===== config.mk =====
export PLATFORM = sky130hd
export DESIGN_NAME = msoc_periph_regs
export DESIGN_NICKNAME = d
export VERILOG_FILES = /design/src/design/msoc_pkg.sv /design/src/design/msoc_periph_regs.sv
export SDC_FILE = /design/constraint.sdc
export NUM_CORES = 1
export LEC_CHECK = 0
export CAP_MARGIN = 0
export CORE_AREA = 2 2 92 94
export CTS_BUF_LIST = sky130_fd_sc_hd__clkbuf_8
export CTS_CLUSTER_SIZE = 20
export DETAILED_ROUTE_END_ITERATION = 8
export DIE_AREA = 0 0 94 96
export DONT_BUFFER_PORTS = 1
export PLACE_DENSITY = 0.76
export REMOVE_ABC_BUFFERS = 1
export SETUP_SLACK_MARGIN = 0.05
export SYNTH_ARGS = -nofsm -noshare
export SYNTH_HDL_FRONTEND = slang
export SYNTH_SLANG_ARGS = --single-unit
export TNS_END_PERCENT = 50

===== constraint.sdc =====
create_clock -name msoc_clk -period 2.2 [get_ports msoc_clk]
set_input_delay 0.44 -clock msoc_clk [delete_from_list [all_inputs] [get_ports msoc_clk]]
set_output_delay 0.44 -clock msoc_clk [all_outputs]
set_load 0.05 [all_outputs]

===== src/design/msoc_pkg.sv =====
// Shared widths, region codes and the bus request type for the data bus.
// Region codes come from address bits 23:20 and board offsets from bits 5:2.
// Only regions 1, 3 and 7 are mapped; every other code reads as zero.
`default_nettype none

package msoc_pkg;

  //////////////////////////////////////////////////////////////
  // bus widths
  //////////////////////////////////////////////////////////////

  localparam int msoc_addr_w   = 32;
  localparam int msoc_data_w   = 32;
  localparam int msoc_be_w     = msoc_data_w / 8; // one enable per byte lane
  localparam int msoc_region_w = 4;               // addr[23:20]
  localparam int msoc_reg_w    = 4;               // addr[5:2]

  //////////////////////////////////////////////////////////////
  // address map codes
  //////////////////////////////////////////////////////////////

  typedef enum logic [msoc_region_w-1:0] {
    region_ram   = 4'd1, // data ram
    region_uart  = 4'd3, // receive fifo window
    region_board = 4'd7  // leds and dip switches
  } msoc_region_e;

  typedef enum logic [msoc_reg_w-1:0] {
    board_led_dip = 4'd0, // write led, read dip
    board_led_rd  = 4'd1  // read back led
  } msoc_board_reg_e;

  //////////////////////////////////////////////////////////////
  // request bundle from the bus master
  //////////////////////////////////////////////////////////////

  // 69 bits, qualified by req
  typedef struct packed {
    logic [msoc_addr_w-1:0] addr;
    logic [msoc_data_w-1:0] wdata;
    logic [msoc_be_w-1:0]   be;
    logic                   we;
  } msoc_bus_req_t;

endpackage

`default_nettype wire


===== src/design/msoc_periph_regs.sv =====
// Receive FIFO, LED register and DIP sample register behind the bus.
// rx_depth must be a power of two and at least 2; the count field is 4 bits.
// Bytes arriving while full are dropped and set a sticky overflow flag.
// Only offset 0 of the receive window is decoded.
`default_nettype none

module msoc_periph_regs
  #(
  parameter int rx_depth = 8
  )
  (
  input  wire logic                        msoc_clk,
  input  wire logic                        rstn,
  // bus side
  input  wire logic                        sel_i,
  input  wire msoc_pkg::msoc_region_e      region_i,
  input  wire msoc_pkg::msoc_bus_req_t     bus_req_i,
  output logic [msoc_pkg::msoc_data_w-1:0] rdata_o,
  // receive byte stream
  input  wire logic                        rx_valid_i,
  input  wire logic [7:0]                  rx_byte_i,
  // board i/o
  input  wire logic [15:0]                 dip_i,
  output logic [7:0]                       led_o
  );

  import msoc_pkg::*;

  localparam int ptr_w = $clog2(rx_depth);
  localparam int cnt_w = ptr_w + 1;

  logic [7:0]             rx_mem [rx_depth];
  logic [ptr_w-1:0]       wr_ptr, rd_ptr;
  logic [cnt_w-1:0]       rx_count;
  logic                   rx_overflow;
  logic                   rx_empty, rx_full;
  logic                   rx_push, rx_pop;
  logic [7:0]             rx_head;
  logic                   uart_hit, board_hit;
  msoc_board_reg_e        board_reg;
  logic [7:0]             led_q;
  logic [15:0]            dip_q;
  logic [msoc_data_w-1:0] rd_word;

  assign uart_hit  = sel_i && (region_i == region_uart) && (bus_req_i.addr[5:2] == 4'd0);
  assign board_hit = sel_i && (region_i == region_board);
  assign board_reg = msoc_board_reg_e'(bus_req_i.addr[5:2]);

  //////////////////////////////////////////////////////////////
  // receive fifo
  //////////////////////////////////////////////////////////////

  assign rx_empty = (rx_count == '0);
  assign rx_full  = (rx_count == cnt_w'(rx_depth));
  assign rx_push  = rx_valid_i & ~rx_full;               // drop when full
  assign rx_pop   = uart_hit & bus_req_i.we & ~rx_empty; // write pops
  assign rx_head  = rx_empty ? 8'h00 : rx_mem[rd_ptr];

  always_ff @(posedge msoc_clk)
  begin
    if (rx_push)
      rx_mem[wr_ptr] <= rx_byte_i;
  end

  always_ff @(posedge msoc_clk or negedge rstn)
  begin
    if (!rstn)
    begin
      wr_ptr      <= '0;
      rd_ptr      <= '0;
      rx_count    <= '0;
      rx_overflow <= 1'b0;
    end
    else
    begin
      if (rx_push)
        wr_ptr <= wr_ptr + 1'b1; // wraps at rx_depth
      if (rx_pop)
        rd_ptr <= rd_ptr + 1'b1;
      case ({rx_push, rx_pop})
        2'b10:   rx_count <= rx_count + 1'b1;
        2'b01:   rx_count <= rx_count - 1'b1;
        default: rx_count <= rx_count; // idle or push with pop
      endcase
      if (rx_valid_i && rx_full)
        rx_overflow <= 1'b1; // sticky until reset
    end
  end

  //////////////////////////////////////////////////////////////
  // board registers
  //////////////////////////////////////////////////////////////

  always_ff @(posedge msoc_clk or negedge rstn)
  begin
    if (!rstn)
    begin
      led_q <= '0;
      dip_q <= '0;
    end
    else
    begin
      dip_q <= dip_i; // sampled every cycle
      if (board_hit && bus_req_i.we && (board_reg == board_led_dip))
        led_q <= bus_req_i.wdata[7:0];
    end
  end

  assign led_o = led_q;

  //////////////////////////////////////////////////////////////
  // read word select
  //////////////////////////////////////////////////////////////

  always_comb
  begin
    rd_word = '0;
    if (uart_hit)
    begin
      rd_word = {16'h0000, 4'(rx_count), 1'b0, rx_overflow, rx_full, ~rx_empty, rx_head};
    end
    else if (board_hit)
    begin
      case (board_reg)
        board_led_dip: rd_word = {16'h0000, dip_q};
        board_led_rd:  rd_word = {24'h000000, led_q};
        default:       rd_word = '0;
      endcase
    end
  end

  // state seen in the request cycle, presented one cycle later
  always_ff @(posedge msoc_clk)
  begin
    if (sel_i && !bus_req_i.we)
      rdata_o <= rd_word;
  end

endmodule

`default_nettype wire


## Word level (Yosys, flattened, before mapping)

Memories as Yosys holds them, arrays and structs flattened.
Cells that the tools add are included.

- Memories: 1
- RAM bits: 64
- Register bits after elaboration: 67
- Input bits: 101
- Word-level logic and storage cells: 44

- Bitwise gates (word level): 6
- Muxes and demuxes: 7
- Reduce and logical (&&, ||, !) cells: 12
- Equal/unequal tests: 6
- $add $sub $neg: 4

Memory list:

| name | words | bits a word | read ports | clocked after Yosys merged registers in | wr ports | RTL line | RTL |
|---|---|---|---|---|---|---|---|
| rx_mem | 8 | 8 | 1 | 0 | 1 | msoc_periph_regs.sv:32 | `logic [7:0] rx_mem [rx_depth];` |

Operators with widths:

| operator | count |
|---|---|
| two-way mux 16 bit | 2 |
| case mux 16 bit (2 select lines) | 1 |
| logical NOT 4 bit | 2 |
| two-way mux 8 bit | 1 |
| case mux 4 bit (2 select lines) | 1 |
| logical AND 1 bit | 7 |
| adder 3 x 1 -> 3 bit, second input constant | 2 |
| adder 4 x 1 -> 4 bit, second input constant | 1 |
| equality test 4 x 1 -> 1 bit, second input constant | 1 |
| equality test 4 x 2 -> 1 bit, second input constant | 1 |
| equality test 4 x 3 -> 1 bit, second input constant | 1 |
| equality test 4 bit, second input constant | 1 |
| subtractor 4 x 1 -> 4 bit, second input constant | 1 |
| AND 1 bit | 3 |
| NOT 1 bit | 3 |
| equality test 2 x 1 -> 1 bit, second input constant | 1 |
| equality test 2 bit, second input constant | 1 |
| two-way mux 1 bit | 2 |
| nonzero test 2 bit | 1 |
| OR reduction 2 bit | 1 |
| logical NOT 1 bit | 1 |

## Logic depth before layout (Yosys ltp)

Gate-level depths: netlist of run 1.

- Depth after elaboration: 7
- Mapped depth: 11

## Worst setup path after synthesis of run 1

OpenSTA, ideal clock, no wires.

- Kind: in2reg
- Start: input bus_req_i[40] (netlist bit)
- End: register rx_count[2]
- Stages: 10
- Setup slack: -573 ps
- Required time: 2070 ps
- Arrival: 2642 ps
- Path through: or4b_4 > nor4_4 > and3_1 > ha_1 > xor2_1 > ha_1 > a21oi_1 > xor2_1 > nor2_1 > xor2_1

- Cells in the longest elaborated chain, start to end: 6
- Elaborated cells on any way between the ends: 8
- Classes of those cells: 2 x eq/ne; 1 x mux; 2 x bitwise; 3 x reduce/logical

RTL lines:

| what | RTL line | RTL |
|---|---|---|
| start: declaration | msoc_periph_regs.sv:17 | `input wire msoc_pkg::msoc_bus_req_t bus_req_i,` |
| logical NOT 4 bit * | msoc_periph_regs.sv:45 | `assign uart_hit = sel_i && (region_i == region_uart) && (bus_req_i.addr[5:2] == 4'd0);` |
| logical AND 1 bit * | msoc_periph_regs.sv:45 |  |
| AND 1 bit * (2 in a row) | msoc_periph_regs.sv:56 | `assign rx_pop = uart_hit & bus_req_i.we & ~rx_empty;` |
| named net rx_pop | msoc_periph_regs.sv:37 | `logic rx_push, rx_pop;` |
| equality test 2 x 1 -> 1 bit / equality test 2 bit (equally long branches) | msoc_periph_regs.sv:80 | `case ({rx_push, rx_pop})` |
| case mux 4 bit (2 select lines) / nonzero test 2 bit (equally long branches) | n/a |  |
| end signal: assignment | msoc_periph_regs.sv:81 | `2'b10: rx_count <= rx_count + 1'b1;` |
| end signal: assignment | msoc_periph_regs.sv:82 | `2'b01: rx_count <= rx_count - 1'b1;` |
| end signal: assignment | msoc_periph_regs.sv:83 | `default: rx_count <= rx_count;` |
| end: declaration | msoc_periph_regs.sv:34 | `logic [cnt_w-1:0] rx_count;` |

Mark *: on every way through the listed nets, which the timed path passes. The rest lies on a longest branch.
A chain may end at the register's enable or synchronous reset.

## Worst setup path in the final report of run 1

- Start: register rx_count[0]
- End: register rx_count[2]

- Cells in the longest elaborated chain, start to end: 5
- Elaborated cells on any way between the ends: 12
- Classes of those cells: 2 x add/sub; 3 x eq/ne; 1 x mux; 4 x bitwise; 2 x reduce/logical

RTL lines:

| what | RTL line | RTL |
|---|---|---|
| logical NOT 4 bit * | msoc_periph_regs.sv:53 | `assign rx_empty = (rx_count == '0);` |
| NOT 1 bit * | msoc_periph_regs.sv:56 |  |
| AND 1 bit * | msoc_periph_regs.sv:56 |  |
| named net rx_pop | msoc_periph_regs.sv:37 |  |
| equality test 2 x 1 -> 1 bit / equality test 2 bit (equally long branches) | msoc_periph_regs.sv:80 |  |
| case mux 4 bit (2 select lines) / nonzero test 2 bit (equally long branches) | n/a |  |

Marked as above.

==> flow_summary.toml, run 1 <==
[cells_and_area]
insertedDiodeCount = 0
fin_cells = 410
fin_util = 0.664
regArea_mm2 = 0.00328
layout.nets = 399
drive_above_1_share = 0.344
fill_cells = 507
syn_to_final_growth_pct = 15.6
multi_input_area_mm2 = 0.00131

[hold_path]
holdPathEnd = "dip_q[6]"
min_from = "dip_i[6]"
min_path_cells = 0
min_path_type = "primary input to flop"

[yosys]
synth_top_flop_cell = "edfxtp_1"
yosysSeqAreaShare = 0.709
synth_top_family_by_area = "multiplexers"
netlist_area_mm2 = 0.00462
synth_edf_count = 80
ys_ff_latch = 115
synthMuxAreaShare = 0.137
synthCells = 255
synthAdderAreaFrac = 0.0135
synth-xor-area-share = 0.0171
synth_compound_area_frac = 0.0311
async_reset_ff_frac = 0.304
synth_top_area_cell = "edfxtp_1"
synth_area_leaders = "edfxtp_1 52%, dfrtp_1 19%, mux4_2 7.8%"
synth_top_area_frac = 0.520
yosys_warnings = 0
ys_types = 41
synthSimpleGateAreaFrac = 0.0550
avgSynthCellArea_um2 = 18.1

[timing]
setup_ws_ps = -115
min_period_over_period = 1.05
max_slew_margin = 0.625
clock_skew_ps = 12.9
worst_pin_slew_ps = 562
grt_setup_unrepaired = "true"
setup_violations = 2
fin_crit_ps = 2310
slew_violations = 0
max_freq_mhz = 432
finalHoldViolations = 0
holdWs_ps = 38.8

[cts]
h-tree-depth = 4
clk_path_buf_depth = 2
cts_tree = "yes"
clock-sinks = 115
clk_pin_slew_ps = 80
root_buffer = "clkbuf_8"
clock_latency_ps = 420
cts-buffers-inserted = 17

[flow_run]
max_cap_viol_count = 0

[route]
wire_per_inst_um = 20.5
drt-initial-drc-count = 132
routed_wl_um = 8410
dr.pass1.iters = 6
drcViolationCount = 0
vias_per_cell = 5.65
vias = 2315
final_antenna_net_count = 0

[pwr]
ir_worst_vdd_uv = 685
powerDensity_mw_per_mm2 = 1020
leakagePower_nw = 1.97
p_total_mw = 5.43

[die]
ios = 141
initial_core_util = 0.574
die_x_um = 94
fp-row-count = 33
core-area_mm2 = 0.00805
die-area_mm2 = 0.00902
dieHeight_um = 96

[worst_setup_path]
r2r-start = "rx_count[0]"
start_kind = "flop"
r2r-end = "rx_count[2]"
arrival_ps = 2610
required_ps = 2500
cp_common_cell = "xor2_1"
crit_type = "flop to flop"
slowest_stage = "or4_4"
r2r_slack_ps = -110
reg2reg_depth = 10
crit_path_cell_trace = "or4_4 -> and3_4 -> buf_6 -> ha_4 -> xor2_1 -> ha_2 -> a21oi_2 -> xor2_1 -> nor2_1 -> xor2_1"
end_kind = "flop"
crit_fanout = 2
cp_slowest_stage_delay_ps = 540

[place]
io_buffers = 0
hpwlAfterDp_um = 5390
dpl.cell_count = 375
gp_congestion = 0.775

[status]
violations = "negative setup slack"
outcome = "complete, but fails checks"

[global_route]
grt_pass1_wl_um = 12800
gr-total-overflow = 0
antenna_found_initial = 0
grt_usage = 0.200
grt_pass1_vias = 2454
grt_max_degree = 36
==> stage by stage <==
stage	area [um2]	setup TNS (ps)	setup WS, ps
final	5340	-208	-115
after global routing	5340	-386	-216
after CTS	5330	-169	-93.9
after detailed placement	4840	-975	-348
after global placement	4840	-879	-328
after floorplan	4510	-1870	-568
==> per-layer routing <==
metal | vias up | global-route usage | share of wire
li1 | 1038 | - | -
met1 | 1154 | 0.242 | 0.40
met2 | 112 | 0.333 | 0.51
met3 | 11 | 0.0666 | 0.072
met4 | 0 | 0.0833 | 0.012
met5 | - | 0 | 0
==> worst max-delay path, delay by kind of cell (launching register included) <==
kind | cells | cell delay, ps
compound gates | 1 | 120
xor+xnor | 3 | 470
fa+ha+maj | 2 | 320
buf+inv | 1 | 110
flops | 1 | 390
simple gates | 3 | 800
==> report_power, final <==
part / leakage, nW / switching, mW / total (mW) / internal, mW
logic: 0.616 / 0.462 / 0.805 / 0.344
clock network: 0.189 / 0.843 / 1.84 / 0.995
registers: 1.17 / 0.175 / 2.78 / 2.61
==> flip-flops by register name, summed over array words and instances, names as in the netlist <==
| signal | count |
|---|---|
| rx_count | 4 |
| rx_overflow | 1 |
| rx_mem | 64 |
| dip_q | 16 |
| rdata_o | 16 |
| wr_ptr | 3 |
| rd_ptr | 3 |
| led_o | 8 |
==> synth_stat cells (2+ instances only) <==
| master | count |
|---|---|
| mux2i_1 | 16 |
| ha_1 | 5 |
| nand3b_1 | 2 |
| mux2_2 | 10 |
| nor2_1 | 6 |
| clkbuf_1 | 4 |
| nor2b_1 | 2 |
| buf_2 | 2 |
| a21oi_1 | 2 |
| xnor2_1 | 5 |
| buf_4 | 16 |
| nor3_1 | 4 |
| o22ai_1 | 8 |
| nand2_1 | 9 |
| edfxtp_1 | 80 |
| a22o_2 | 5 |
| nand2b_1 | 3 |
| xor2_1 | 4 |
| dfrtp_1 | 35 |
| mux4_2 | 16 |
==> repair_timing <==
| item | in CTS | in global routing |
|---|---|---|
| setup endpoints to repair | 27 | 11 |
| pin swaps | 8 | 4 |
| resized for setup | 17 | 3 |
| hold buffers | 2 | 0 |
| buffers inserted | 2 | 0 |
| endpoints found under the hold margin | 35 | 0 |
==> layout make-up <==
type | count | area share
clock buffer | 17 | 0.0438
clock inverter | 14 | 0.0265
inverter | 1 | 0.000937
multi-input combinational | 130 | 0.244
sequential | 115 | 0.613
tap | 105 | 0.0246
timing repair buffer | 28 | 0.0466
==> layout by cell type, fill, tap and decap left out, types with 2 or more instances in the layout <==
cell type / Yosys / routed
bufinv_16: 0 / 2
nor4b_4: 1 / 2
dfrtp_1: 35 / 35
buf_6: 0 / 3
inv_1: 0 / 3
mux2_2: 10 / 9
buf_12: 0 / 2
conb_1: 1 / 16
edfxtp_1: 80 / 80
nand2b_1: 3 / 3
mux2i_1: 16 / 16
nor2_1: 6 / 3
nor3_1: 4 / 4
mux4_2: 16 / 16
ha_4: 0 / 2
clkinv_2: 0 / 2
nand3b_1: 2 / 2
xnor2_1: 5 / 5
xor2_1: 4 / 4
o22ai_1: 8 / 8
a22o_2: 5 / 5
clkbuf_8: 0 / 17
a21oi_2: 0 / 2
nand2_1: 9 / 9
nor2_2: 0 / 3
ha_1: 5 / 2
inv_6: 0 / 3
buf_4: 16 / 22
clkinvlp_4: 0 / 4
==> worst max path at each step <==
stage	slack, ps	cells after the start	to	start
floorplan	-570	10	rx_count[2]	bus_req_i[40]
global placement	-330	10	rx_count[2]	bus_req_i[40]
detailed placement	-350	9	rx_count[3]	bus_req_i[40]
CTS	-90	9	rx_count[3]	rx_count[0]
global route	-220	10	rx_count[2]	rx_count[0]
finish	-110	10	rx_count[2]	rx_count[0]
==> cell families after synthesis <==
kind of cell / Yosys count
other: 1
DFF: 115
xor gates and xnor gates: 9
AOI/OAI and AO/OA: 19
buffers and inverters: 25
muxes: 42
adders and majority gates: 5
and+or+nand+nor: 39
No activity file was read; power rests on OpenSTA's default activity.
==> inputs of run 2 (changes only) <==
--- a/config.mk
+++ b/config.mk
@@ -13,7 +13,6 @@
 export DIE_AREA = 0 0 94 96
 export DONT_BUFFER_PORTS = 1
 export PLACE_DENSITY = 0.76
-export REMOVE_ABC_BUFFERS = 1
 export SETUP_SLACK_MARGIN = 0.05
 export SYNTH_ARGS = -nofsm -noshare
 export SYNTH_HDL_FRONTEND = slang
==> flow_summary.toml, run 2 (synthesis results as in run 1) <==
[place]
io_buffers = 0
gp_congestion = 0.686
dpl.cell_count = 377
post-place-ws_ps = -368
hpwlAfterDp_um = 5370

[cells_and_area]
layout.nets = 405
drive_above_1_share = 0.349
final_cell_mix = "80 x edfxtp_1, 35 x dfrtp_1, 26 x buf_4"
regArea_mm2 = 0.00328
syn_to_final_growth_pct = 18.3
layout_commonest_cell = "edfxtp_1"
regMostFlops = "rx_mem"
reg_top3 = "rx_mem x64, dip_q x16, rdata_o x16"
insertedDiodeCount = 0
fin_cells = 417
fill_cells = 508
largest_reg_flops = 64
multi_input_area_mm2 = 0.00129

[worst_setup_path]
arrival_ps = 2490
required_ps = 2510
crit_family = "simple AND/OR/NAND/NOR gates"
cp_slowest_stage_delay_ps = 520
crit_type = "flop to flop"
end_kind = "flop"
crit_path_cell_trace = "or4_4 -> and3_4 -> ha_4 -> xor2_1 -> ha_2 -> a21oi_2 -> xor2_1 -> nor2_1 -> xor2_1"
start_kind = "flop"
worst-path-buf-inv = 0
path_depth = 9
cp_common_cell = "xor2_1"
slowest_stage = "or4_4"
crit_fanout = 4
r2r-start = "rx_count[3]"
reg2reg_depth = 9
crit_path_start = "rx_count[3]"

[cts]
clk_path_buf_depth = 2
cts_tree = "yes"
clock-sinks = 115
clk_pin_slew_ps = 70
root_buffer = "clkbuf_8"
cts-buffers-inserted = 17
h-tree-depth = 4
clock_latency_ps = 420

[route]
wire_per_inst_um = 20.6
final_antenna_net_count = 0
vias = 2380
drcViolationCount = 0
dr.pass1.iters = 4
drt-initial-drc-count = 185
vias_per_cell = 5.71
routed_wl_um = 8590

[global_route]
gr-total-overflow = 0
busiest_layer = "met2"
gr-usage-met1 = 0.250
grt_pass1_wl_um = 13000
use_met2 = 0.333
grt_usage = 0.204
grt_max_degree = 36
antenna_found_initial = 0
grt_pass1_vias = 2412
met3_usage = 0.0799

[die]
core-area_mm2 = 0.00805
fp-row-count = 33
initial_core_util = 0.574
die-area_mm2 = 0.00902
dieHeight_um = 96
die_x_um = 94
ios = 141

[status]
outcome = "finished, final reports clean"

[timing]
setup_ws_ps = 19.0
min_period_over_period = 0.991
setup_violations = 0
grt_setup_unrepaired = "true"
holdWs_ps = 43.0
max_slew_margin = 0.615
worst_pin_slew_ps = 577
slew_violations = 0
max_freq_mhz = 459
fin_crit_ps = 2180
clock_skew_ps = 10.7
finalHoldViolations = 0

[pwr]
leakagePower_nw = 2.04
ir_worst_vdd_uv = 533
powerDensity_mw_per_mm2 = 1080
p_total_mw = 5.89

[hold_path]
min_path_cells = 0
min_path_type = "primary input to flop"
min_from = "dip_i[9]"

[flow_run]
max_cap_viol_count = 0
[run 2: changes by cell type in the layout (fill, tap and decap cells not counted), moves of 2 or more]
cell,change
buf_4,+4
buf_6,-3
bufinv_16,+3
clkinv_4,+2
clkinvlp_4,-4
dlygate4sd3_1,+4
inv_1,-2
[run 2: cell type report]
cell class	instances	share of cell area
clock buffer	17	0.0428
sequential	115	0.600
multi-input combinational	130	0.236
inverter	1	0.000686
clock inverter	15	0.0414
tap	105	0.0240
timing repair buffer	34	0.0558
[run 2: power by group]
| part | internal, mW | switching (mW) |
|---|---|---|
| logic | 0.379 | 0.447 |
| clock network | 1.36 | 0.895 |
| registers | 2.61 | 0.194 |
[run 2: worst paths after layout]
| path | to | slack (ps) |
|---|---|---|
| max in group asynchronous | dip_q[7] | 1500 |
| worst min register to register | rx_overflow | 460 |
| worst max-delay path | rx_count[2] | 20 |
| min in group asynchronous | dip_q[0] | 510 |
| worst max register to register | rx_count[2] | 20 |
| worst min-delay path | dip_q[9] | 40 |
[run 2: repair_timing]
item	in CTS	in global routing
gates resized for setup	3	6
setup buffers	1	1
setup endpoints to repair	2	27
pin swaps	3	2
hold buffers	2	4
endpoints found under the hold margin	35	4
[run 2: stage by stage]
step                      area, um2  TNS [ps]  utilization
after floorplan                4700     -4100            -
after global placement         4890     -1030        0.607
after detailed placement       4890     -1020        0.607
after CTS                      5400         0        0.671
after global routing           5470      -109        0.679
final                          5470         0        0.679
[run 2: metal layers]
layer,part of all wire,vias to the layer above
met2,0.50,121
met3,0.077,14
met5,0,-
li1,-,1046
met1,0.41,1199
met4,0.017,0
