File: src/design/msoc_pkg.sv
// Shared widths, region codes and the bus request type for the data bus.
// Region codes come from address bits 23:20 and board offsets from bits 5:2.
// Only regions 1, 3 and 7 are mapped; every other code reads as zero.
`default_nettype none

package msoc_pkg;

  //////////////////////////////////////////////////////////////
  // bus widths
  //////////////////////////////////////////////////////////////

  localparam int msoc_addr_w   = 32;
  localparam int msoc_data_w   = 32;
  localparam int msoc_be_w     = msoc_data_w / 8; // one enable per byte lane
  localparam int msoc_region_w = 4;               // addr[23:20]
  localparam int msoc_reg_w    = 4;               // addr[5:2]

  //////////////////////////////////////////////////////////////
  // address map codes
  //////////////////////////////////////////////////////////////

  typedef enum logic [msoc_region_w-1:0] {
    region_ram   = 4'd1, // data ram
    region_uart  = 4'd3, // receive fifo window
    region_board = 4'd7  // leds and dip switches
  } msoc_region_e;

  typedef enum logic [msoc_reg_w-1:0] {
    board_led_dip = 4'd0, // write led, read dip
    board_led_rd  = 4'd1  // read back led
  } msoc_board_reg_e;

  //////////////////////////////////////////////////////////////
  // request bundle from the bus master
  //////////////////////////////////////////////////////////////

  // 69 bits, qualified by req
  typedef struct packed {
    logic [msoc_addr_w-1:0] addr;
    logic [msoc_data_w-1:0] wdata;
    logic [msoc_be_w-1:0]   be;
    logic                   we;
  } msoc_bus_req_t;

endpackage

`default_nettype wire

File: src/design/msoc_bus_ctrl.sv
// Data bus controller: decodes the region, grants every request at once
// and returns one response exactly one cycle later.
// Targets never stall, so gnt_o simply follows req_i.
// Write responses and unmapped regions carry zero data.
`default_nettype none

module msoc_bus_ctrl
  (
  input  wire logic                              msoc_clk,
  input  wire logic                              rstn,
  // master side
  input  wire logic                              req_i,
  input  wire msoc_pkg::msoc_bus_req_t           bus_req_i,
  output logic                                   gnt_o,
  output logic                                   rvalid_o,
  output logic [msoc_pkg::msoc_data_w-1:0]       rdata_o,
  // target side
  output logic                                   ram_sel_o,
  output logic                                   periph_sel_o,
  output msoc_pkg::msoc_region_e                 region_o,
  input  wire logic [msoc_pkg::msoc_data_w-1:0]  ram_rdata_i,
  input  wire logic [msoc_pkg::msoc_data_w-1:0]  periph_rdata_i
  );

  import msoc_pkg::*;

  localparam int n_regions = 2 ** msoc_region_w;

  logic [n_regions-1:0] region_hot; // one bit per address region
  logic                 rvalid_q;
  logic                 resp_ram_q;    // read response comes from ram
  logic                 resp_periph_q; // read response comes from periph

  //////////////////////////////////////////////////////////////
  // region decode
  //////////////////////////////////////////////////////////////

  assign region_o = msoc_region_e'(bus_req_i.addr[23:20]);

  always_comb
  begin
    for (int i = 0; i < n_regions; i++)
    begin
      region_hot[i] = (bus_req_i.addr[23:20] == msoc_region_w'(i));
    end
  end

  assign gnt_o        = req_i; // no back-pressure
  assign ram_sel_o    = req_i & region_hot[region_ram];
  assign periph_sel_o = req_i & (region_hot[region_uart] | region_hot[region_board]);

  //////////////////////////////////////////////////////////////
  // response register
  //////////////////////////////////////////////////////////////

  // one response slot, refilled every cycle a request is granted
  always_ff @(posedge msoc_clk or negedge rstn)
  begin
    if (!rstn)
    begin
      rvalid_q      <= 1'b0;
      resp_ram_q    <= 1'b0;
      resp_periph_q <= 1'b0;
    end
    else
    begin
      rvalid_q      <= req_i;
      resp_ram_q    <= ram_sel_o & ~bus_req_i.we;    // reads only
      resp_periph_q <= periph_sel_o & ~bus_req_i.we;
    end
  end

  assign rvalid_o = rvalid_q;

  //////////////////////////////////////////////////////////////
  // read data combining
  //////////////////////////////////////////////////////////////

  always_comb
  begin
    rdata_o = '0; // writes and unmapped regions
    if (resp_ram_q)
    begin
      rdata_o = ram_rdata_i;
    end
    else if (resp_periph_q)
    begin
      rdata_o = periph_rdata_i;
    end
  end

endmodule

`default_nettype wire

File: config.mk
export PLATFORM = sky130hd
export DESIGN_NAME = msoc_bus_ctrl
export DESIGN_NICKNAME = d
export VERILOG_FILES = /design/src/design/msoc_pkg.sv /design/src/design/msoc_bus_ctrl.sv
export SDC_FILE = /design/constraint.sdc
export NUM_CORES = 1
export LEC_CHECK = 0
export ABC_AREA = 1
export BUFFER_PORTS_ARGS = -buffer_cell sky130_fd_sc_hd__buf_2
export CAP_MARGIN = 20
export CORE_ASPECT_RATIO = 0.7
export CORE_MARGIN = 10
export CORE_UTILIZATION = 22
export DETAILED_ROUTE_END_ITERATION = 10
export GPL_TIMING_DRIVEN = 0
export PLACE_DENSITY_LB_ADDON = 0.1
export SETUP_SLACK_MARGIN = 0.15
export SLEW_MARGIN = 20
export SYNTH_ARGS = -nofsm -noshare
export SYNTH_HDL_FRONTEND = slang
export SYNTH_SLANG_ARGS = --single-unit
File: constraint.sdc
create_clock -name msoc_clk -period 2.5 [get_ports msoc_clk]
set_input_delay 0.375 -clock msoc_clk [delete_from_list [all_inputs] [get_ports msoc_clk]]
set_output_delay 0.375 -clock msoc_clk [all_outputs]
set_load 0.02 [all_outputs]
=== After elaboration in Yosys (flattened, before gate mapping) ===
Cells that the tools add are included.

* Bits of input ports: 136
* Word-level logic and storage cells: 14
* Flip-flop bits (word level): 3
* Output and inout port bits: 40

* Bitwise logic cells: 6
* Muxes and demuxes: 2
* Equal/unequal tests: 3

{| class="wikitable"
|+ Operators with widths
! cell !! number
|-
| $mux 32 || 2
|-
| $and 1x1->1 || 4
|-
| $eq 4x1->1 const B || 1
|-
| $eq 4x2->1 const B || 1
|-
| $eq 4x3->1 const B || 1
|-
| $not 1->1 || 1
|-
| $or 1x1->1 || 1
|}

=== Logic depth before layout (Yosys ltp) ===
Gate-level depths: netlist of the first run.

* Depth after elaboration: 4
* Gate-level depth with buffers: 5

=== Least setup slack after synthesis of the first run ===
Ideal clock, no wire load.

* Path type: register to output
* Start point: register resp_ram_q
* End point: output rdata_o[10] (netlist name)
* Stages on the path, launching flop included: 6
* Slack: 1221 ps
* Data required time: 2125 ps
* Arrival time: 904 ps
* Path through: dfrtp_1 buf_6 inv_2 buf_6 nand3_1 nand2_1

* Longest elaborated chain between the ends: 1

{| class="wikitable"
|+ RTL lines
! item !! line !! text
|-
| start, declared || msoc_bus_ctrl.sv:31 || <nowiki>logic resp_ram_q;</nowiki>
|-
| start signal, assigned || msoc_bus_ctrl.sv:68 || <nowiki>resp_ram_q <= ram_sel_o & ~bus_req_i.we;</nowiki>
|-
| $mux 32 || msoc_bus_ctrl.sv:82 || <nowiki>if (resp_ram_q)</nowiki>
|-
| end, declared || msoc_bus_ctrl.sv:16 || <nowiki>output logic [msoc_pkg::msoc_data_w-1:0] rdata_o,</nowiki>
|}

No other way between the ends.

=== Worst setup path after layout of the first run ===
* Start point: register resp_ram_q
* End point: output rdata_o[13] (netlist name)

Same word-level chain as after synthesis.

==> results of run 1 <==
[kinds of logic after synthesis]
family                 count (synthesis)
buffers and inverters                 19
and+or+nand+nor                      104
DFF                                    3
[sequential cells by signal, indices dropped and copies added (netlist names)]
signal and flops:
resp_periph_q 1, resp_ram_q 1, rvalid_o 1
[layout make-up]
cell class                      instances  area, µm²  share of cell area
Buffer                                 15        131              0.0999
Clock buffer                            4       45.0              0.0343
Inverter                                4       15.0              0.0114
Multi-Input combinational cell        104        438               0.333
Sequential cell                         3       75.1              0.0571
Tap cell                               36       45.0              0.0343
Timing Repair Buffer                  112        566               0.430
[worst max-delay path by stage]
stage / end / slack [ns] / cells past startpoint
after floorplan: rdata_o[10] / 1.22 / 5
after global placement: rdata_o[21] / 1.09 / 6
after detailed placement: rdata_o[13] / 1.09 / 6
after CTS: rdata_o[13] / 0.86 / 6
after global routing: rdata_o[30] / 0.77 / 6
final: rdata_o[13] / 0.87 / 6
[layout by cell type (no fill, tap or decap), drive strengths merged]
| cell | count |
|---|---|
| buf | 126 |
| nand2 | 66 |
| nand3 | 33 |
| nor2 | 4 |
| inv | 4 |
| clkbuf | 4 |
| dfrtp | 3 |
| nor3 | 1 |
| dlygate4sd3 | 1 |
[layer usage]
metal,global-route usage,vias to the layer above,wire length (µm)
li1,-,627,-
met1,0.120,470,1320
met2,0.181,59,1660
met3,0.0579,2,494
met4,0.0246,0,19
met5,0,-,0
[power by group]
group / internal (mW) / switching (mW)
Clock: 0.108 / 0.0286
Combinational: 0.0608 / 0.0517
Sequential: 0.0501 / 0.000737
[through the flow]
stage          cells  power [mW]
3_5_place_dp     273       0.164
4_1_cts          278       0.305
6_report         278       0.301
5_1_grt          278       0.322
2_1_floorplan    126      0.0921
3_3_place_gp     273       0.163
==> summary.md, run 1 <==
| Metric | Value |
|---|---|
| Min Tclk post-route | `1.63 ns` |
| Synth Net Count | `between 200 and 300` |
| Routed len/inst | `~13 µm` |
| Largest net degree at the start of global routing | `11` |
| Synth top area share | `0.376` |
| Top FF cell, synth | `dfrtp_1` |
| FMAX | `around 600 MHz` |
| Multiplexer area fraction after synthesis | `0` |
| Final Setup Violations | `0` |
| Vias per inst | `roughly 4.2` |
| Seq/Total Area, Yosys | `0.114` |
| Total number of yosys warnings | `0` |
| Synth Area in Adders | `0` |
| Fill count | `317` |
| Cell variety after synth | `11` |
| Max Slew Vio Count | `0` |
| Yosys reg bits | `3` |
| Worst path max stage delay | `0.36 ns` |
| Final Cycle Share | `0.650` |
| Final worst setup slack | `approximately 0.9 ns` |
| RSZ-0062 raised after global routing | `no` |
| Top-count cell post-synth | `nand2_1` |
| Share of cells above drive strength 1 | `0.541` |
| Sum Neg Setup Slack | `0 ns` |
| CP Cell Sequence | `buf_6 -> inv_2 -> buf_6 -> nand3_1 -> nand2_1 -> buf_2` |
| Setup Buffers After CTS | `0` |
| Most frequent CP cell | `buf_6` |
| Crit path kind | `reg2out` |
| Synth Instances | `126` |
| Root buf cell | `clkbuf_8` |
| Initial DRC count | `30` |
| CTS H-tree lvls | `1` |
| # diodes | `0` |
| Placed Area | `1260 µm²` |
| WP data arrival | `1.25 ns` |
| Avg Cell Area, Syn | `5.23 µm²` |
| Drt pass-1 iters | `4` |
| CP max-delay cell | `dfrtp_1` |
| Total die area | `5620 µm²` |
| Initial antenna violation count | `0` |
| DRC | `0` |
| CP top delay family | `buffers and inverters` |
| CTS buffer count | `3` |
| Max capacitance violation total | `0` |
| Core area | `about 2800 µm²` |
| Routed Antenna Nets | `0` |
| Synth Area in Simple Gates | `0.664` |
| Setup crit end kind | `output pin` |
| Site Rows | `16` |
| Port bufs | `about 110` |
| Rel. slew slack | `0.841` |
| Routed wire length | `about 3500 µm` |
| Starting Density | `0.234` |
| Outcome | `complete, no violations` |
| GRT Resource Usage Total | `0.108` |
| Hold Violations, Final | `0` |
| Vias in the first global route | `between 1000 and 1500` |
| Chip width | `85.4 µm` |
| Hold WS | `0.320 ns` |
| Largest family of logic cells by synthesized area | `simple AND/OR/NAND/NOR gates` |
| Top post-synthesis cells by area | `nand2_1 38%, nand3_1 24%, buf_6 12%, dfrtp_1 11%, buf_4 5.7%` |
| Number of flops mapped to enable cells by yosys | `0` |
| CP startpoint | `resp_ram_q` |
| Complex-gate fraction of the synthesized area | `0` |
| Core Util, Final | `0.466` |
| Cell Area, Synth | `659 µm²` |
| Overflow after GRT | `0` |
| WP buf/inv | `4` |
| Post-cts sizing count | `0` |
| Final net count | `approximately 380` |
| Worst-path fanout max | `10` |
| Hold-critical path depth | `1` |
| List of most frequent post-synthesis cells | `66 x nand2_1, 32 x nand3_1, 7 x buf_6` |
| Layout area overhead | `99.4%` |
| Clock buffer depth | `2` |
| GP Congestion | `~0.73` |
| Via Count | `between 1000 and 1500` |
| Worst-path clk slew | `0.03 ns` |
| Final Cell Area | `1320 µm²` |
| First-pass GRT wire length | `~5200 µm` |
| Worst Setup Start Kind | `flop` |
| Hold Startpoint | `req_i` |
| HPWL Detailed | `between 3000 and 4000 µm` |
| Pwr Density | `between 200 and 250 nW/µm²` |
| Hold buffer count at CTS | `1` |
| Ys async rst share | `1.00` |
| CTS Sinks | `3` |
| Dpl ws | `~1.1 ns` |
| I/O Pins | `around 180` |
| Die height | `around 66 µm` |
| Critical Path RT | `about 2.1 ns` |
| Post-synth top area cell | `nand2_1` |
| Worst min path class | `in2reg` |
| CTS tree | `built` |
| XOR/XNOR Fraction of Synth Area | `0` |
| Slew @ Worst Pin | `between 0.2 and 0.25 ns` |
| Leakage power | `0.939 nW` |
| Hold endpoint | `rvalid_o` |
| Peak supply drop | `0.137 mV` |
Power figures use the tool's default switching activity.
==> run 2: changes to the inputs <==
- ABC_AREA: 1 -> 0
- CORE_UTILIZATION: 22 -> 17
- clock period: 2.5 -> 1.5 ns (I/O delays scaled with it)
==> run 2 against run 1 <==
  * The run now ends with negative setup slack left
  * Critical path depth fell by 1
  * Utilization rose by 2.0 points
  * Global-route usage fell by 0.43 points
  * Flip-flop and latch count did not move
  * Die area barely moved
  * Clock power rose by 69%
  * Worst setup slack got worse by 0.89 ns
  * Clock-buffer cell count did not move
  * Hold slack got worse by 0.17 ns
  * Power rose by 73%
  * Routed wire length fell by 5.3%
  * Cell area rose by 4.4%
  * Critical path type unchanged
  * Highest routed layer unchanged
==> summary.md, run 2 <==
| Metric | Value |
|---|---|
| GP Congestion | `0.726` |
| Vias in the first global route | `~950` |
| Layout area overhead | `170%` |
| Port bufs | `around 110` |
| Synth Instances | `57` |
| Seq/Total Area, Yosys | `0.147` |
| Failing checks | `negative setup slack` |
| CP max-delay cell | `dfrtp_1` |
| Leakage power | `a little under 0.8 nW` |
| Top post-synthesis cells by area | `a22o_1 53%, dfrtp_1 15%, buf_6 8.8%, buf_4 7.4%, buf_2 2.9%` |
| CTS Sinks | `3` |
| Clock buffer depth | `2` |
| Overflow after GRT | `0` |
| Routed wire length | `between 3000 and 4000 µm` |
| Total die area | `between 5000 and 6000 µm²` |
| I/O Pins | `176` |
| Final Setup Violations | `14` |
| RSZ-0062 raised after global routing | `yes` |
| Initial DRC count | `13` |
| Routed len/inst | `roughly 16 µm` |
| Cell variety after synth | `13` |
| CTS H-tree lvls | `1` |
| Worst path max stage delay | `~0.36 ns` |
| Commonest non-fill, non-tap cell in the layout | `buf_2` |
| Total power | `approximately 0.52 mW` |
| Root buf cell | `clkbuf_8` |
| Chip width | `85.4 µm` |
| Max Slew Vio Count | `0` |
| Share of cells above drive strength 1 | `0.749` |
| Worst-path clk slew | `0.03 ns` |
| DRC | `0` |
| Post-synth top area cell | `a22o_1` |
| Synth Net Count | `around 190` |
| CTS tree | `built` |
| Peak supply drop | `between 0.3 and 0.4 mV` |
| Largest net degree at the start of global routing | `11` |
| HPWL Detailed | `roughly 2800 µm` |
| Total number of yosys warnings | `0` |
| Cell Area, Synth | `509 µm²` |
| Synth top area share | `0.533` |
| CP Cell Sequence | `buf_6 -> nor2b_4 -> buf_6 -> a22o_1 -> buf_6` |
| CTS buffer count | `3` |
| Core area | `2820 µm²` |
| Sum Neg Setup Slack | `-0.0872 ns` |
| Yosys reg bits | `3` |
| Via Count | `slightly above 900` |
| Max capacitance violation total | `0` |
| Final worst setup slack | `-0.0176 ns` |
| Ys async rst share | `1.00` |
| Fill count | `roughly 270` |
| Vias per inst | `4.40` |
| Commonest non-fill, non-tap cells in the layout | `82 x buf_2, 33 x buf_6, 31 x a22o_1` |
| Outcome | `finished, violations left` |
| Setup crit end kind | `output pin` |
| Pwr Density | `~380 nW/µm²` |
| WP buf/inv | `3` |
| Starting Density | `0.180` |
| Slew @ Worst Pin | `~0.18 ns` |
| Min Tclk post-route | `approximately 1.5 ns` |
| Routed Antenna Nets | `0` |
| Number of flops mapped to enable cells by yosys | `0` |
| Initial antenna violation count | `0` |
| Final Cycle Share | `1.01` |
| Most frequent CP cell | `buf_6` |
| Hold Violations, Final | `0` |
| CP top delay family | `buffers and inverters` |
| Critical Path RT | `roughly 1.3 ns` |
| First-pass GRT wire length | `around 4800 µm` |
| Avg Cell Area, Syn | `approximately 9 µm²` |
| Final net count | `312` |
| List of most frequent post-synthesis cells | `31 x a22o_1, 5 x buf_4, 4 x buf_6` |
| Rel. slew slack | `0.879` |
| Crit path kind | `reg2out` |
| # diodes | `0` |
| FMAX | `approximately 660 MHz` |
| Top FF cell, synth | `dfrtp_1` |
| Drt pass-1 iters | `3` |
| Worst-path fanout max | `10` |
| WP data arrival | `about 1.3 ns` |
| Worst Setup Start Kind | `flop` |
| GRT Resource Usage Total | `0.104` |
| Core Util, Final | `0.486` |
| Die height | `~66 µm` |
| Site Rows | `16` |
| Worst min path class | `in2reg` |
| Top-count cell post-synth | `a22o_1` |
run 2: where the power goes:
part / switching, mW / total [mW] / leakage (nW) / internal (mW)
logic: 0.0863 / 0.205 / 0.711 / 0.119
clock network: 0.0498 / 0.231 / 0.0228 / 0.181
registers: 0.000597 / 0.0842 / 0.0394 / 0.0836
total: 0.137 / 0.520 / 0.773 / 0.383
run 2: path summary, 6_finish.rpt:
| path | startpoint | to | slack (ns) | cells after the start |
|---|---|---|---|---|
| hold / removal | req_i | rvalid_o | 0.15 | 1 |
| min in group asynchronous | rstn | resp_periph_q | 0.34 | 2 |
| max in group asynchronous | rstn | resp_ram_q | 1.06 | 2 |
| setup / recovery | resp_ram_q | rdata_o[6] | -0.02 | 5 |
run 2: cell type report:
cell class,instances,area (µm²),share of cell area
Sequential cell,3,75.1,0.0547
Clock buffer,4,45.0,0.0328
Tap cell,36,45.0,0.0328
Timing Repair Buffer,114,769,0.561
Buffer,12,97.6,0.0711
Multi-Input combinational cell,42,340,0.248
run 2: through the flow:
| stage | hold WS [ns] | cell area, µm² | setup WS (ns) | std cells |
|---|---|---|---|---|
| finish | 0.154 | 1370 | -0.0176 | 211 |
| global route | 0.158 | 1370 | -0.0907 | 211 |
| CTS | 0.151 | 1340 | -0.0222 | 210 |
| detailed placement | 0.0222 | 1110 | 0.181 | 204 |
| global placement | 0.0218 | 1110 | 0.183 | 204 |
| floorplan | -0.0706 | 509 | 0.278 | 57 |
run 2: logic make-up after synthesis:
group / synth area share
buf+inv: 0.192
flops: 0.147
compound gates: 0.543
simple gates: 0.118
run 2: per-layer routing:
metal,wire length [µm],up-vias,share of wire,track usage
li1,-,461,-,-
met1,1230,409,0.37,0.105
met2,1730,57,0.52,0.191
met3,332,2,0.10,0.0493
met4,30,0,0.0090,0.0266
met5,0,-,0,0
run 2: repair_timing:
action,4_1_cts,5_1_grt
gates resized for setup,55,7
pin swaps,2,1
buffers inserted,1,1
hold buffers,1,0
endpoints found under the hold margin,3,0
endpoints found under the setup margin,32,32
==> run 3: changes to the inputs <==
- REMOVE_ABC_BUFFERS: unset -> 1
- SKIP_CTS_REPAIR_TIMING: unset -> 1
==> run 3 against run 2 <==
  * Global-route usage is 0.49 points lower
  * The flow still finishes with violations (negative setup slack)
  * Combinational power shrank 5%
  * Flip-flop and latch count did not move
  * Hold slack improved by 0.0096 ns
  * Power shrank 1.3%
  * Die area is the same
==> summary.md, run 3 (synthesized netlist as in run 2, its figures left out) <==
| Metric | Value |
|---|---|
| Failing checks | `negative setup slack` |
| Layout area overhead | `162%` |
| Setup crit end kind | `output pin` |
| Final cell count without fillers | `203` |
| Share of power burned in registers | `0.166` |
| Worst Setup Start Kind | `flop` |
| Dpl ws | `-0.691 ns` |
| First-pass GRT wire length | `between 4000 and 5000 µm` |
| Commonest non-fill, non-tap cells in the layout | `79 x buf_2, 31 x a22o_1, 26 x buf_6` |
| # diodes | `0` |
| Drt pass-1 iters | `4` |
| Core Util, Final | `0.472` |
| Hold Violations, Final | `0` |
| Site Rows | `16` |
| Rel. slew slack | `0.857` |
| Initial DRC count | `25` |
| Crit path kind | `reg2out` |
| Switch share | `0.267` |
| Largest net degree at the start of global routing | `35` |
| Fill count | `between 200 and 300` |
| CTS tree | `built` |
| Die height | `around 66 µm` |
| WP data arrival | `around 1.3 ns` |
| Outcome | `finished, violations left` |
| Total power | `a little over 0.5 mW` |
| Post-Place Cells | `approximately 190` |
| Critical Path RT | `about 1.3 ns` |
| Register area | `a little under 80 µm²` |
| Root buf cell | `clkbuf_8` |
| Via Count | `between 900 and 1000` |
| Share of cells above drive strength 1 | `0.737` |
| Max capacitance violation total | `0` |
| Clock buffer depth | `2` |
| Starting Density | `0.180` |
| Final Cycle Share | `1.02` |
| Total die area | `roughly 5600 µm²` |
| Worst-path clk slew | `0.03 ns` |
| GP Congestion | `about 0.68` |
| DRC | `0` |
| Commonest non-fill, non-tap cell in the layout | `buf_2` |
| Clock network fraction of total power | `0.454` |
| Multi-input logic area | `between 300 and 400 µm²` |
| I/O Pins | `~180` |
| CTS H-tree lvls | `1` |
| Final net count | `approximately 300` |
| Pwr Density | `a little under 400 nW/µm²` |
| Vias per inst | `4.50` |
| Routed Antenna Nets | `0` |
| Worst min path class | `in2reg` |
| Routed len/inst | `roughly 17 µm` |
| Routed wire length | `roughly 3400 µm` |
| Final Setup Violations | `31` |
| Worst-path fanout max | `16` |
| Slew @ Worst Pin | `0.213 ns` |
| Port bufs | `between 100 and 150` |
| Sum Neg Setup Slack | `-0.472 ns` |
| Vias in the first global route | `950` |
| P_int | `0.376 mW` |
| Final worst setup slack | `-0.0335 ns` |
| Peak supply drop | `roughly 0.24 mV` |
| GRT Resource Usage Total | `0.0993` |
| Combinational share of power | `0.380` |
| Max Slew Vio Count | `0` |
| CTS Sinks | `3` |
| Initial antenna violation count | `0` |
| CTS buffer count | `3` |
| Min Tclk post-route | `between 1.5 and 2 ns` |
| P_sw | `around 0.14 mW` |
| FMAX | `about 650 MHz` |
| Overflow after GRT | `0` |
| Chip width | `85.4 µm` |
| Core area | `between 2000 and 3000 µm²` |
| RSZ-0062 raised after global routing | `yes` |
| Leakage power | `0.730 nW` |
run 3: changes by cell type in the layout (fill, tap and decap cells not counted):
cell,previous run,this run
buf_8,0,1
buf_6,33,26
o21ai_2,1,0
buf_12,0,2
o21ai_1,0,1
nor2b_4,1,2
dfrtp_1,3,2
dfrtp_4,0,1
buf_4,10,8
buf_2,82,79
run 3: critical path: stages, from the launching register on:
cell	delay, ns
dfrtp_4	0.52
nor2b_4	0.14
buf_12	0.15
a22o_1	0.15
buf_6	0.12
run 3: layout make-up:
type / instances / share of cell area
Clock buffer: 4 / 0.0338
Multi-Input combinational cell: 43 / 0.263
Sequential cell: 3 / 0.0592
Timing Repair Buffer: 117 / 0.610
Tap cell: 36 / 0.0338
run 3: final timing paths:
kind	slack (ns)	end	depth (start not counted)	start
max	-0.03	rdata_o[0]	4	resp_ram_q
min	0.16	rvalid_o	1	req_i
max in group asynchronous	1.03	resp_ram_q	2	rstn
min in group asynchronous	0.34	resp_periph_q	2	rstn
run 3: metrics by stage:
stage          hold WS, ns  cell area [µm²]
2_1_floorplan      -0.0706              412
5_1_grt              0.163             1330
6_report             0.164             1330
3_5_place_dp        0.0273             1010
3_3_place_gp        0.0237             1010
4_1_cts             -0.199             1060
run 3: per-layer routing:
metal  track usage  share of wire
met5             0              0
met2         0.193           0.57
met1        0.0967           0.35
met4        0.0246         0.0046
met3        0.0382          0.079
run 3: power groups by stage:
stage               clock network [mW]  registers, mW  logic [mW]
finish                           0.233         0.0853       0.195
global route                     0.247         0.0856       0.213
CTS                              0.240         0.0868       0.169
detailed placement                   0         0.0877       0.169
global placement                     0         0.0874       0.167
floorplan                            0         0.0886      0.0397
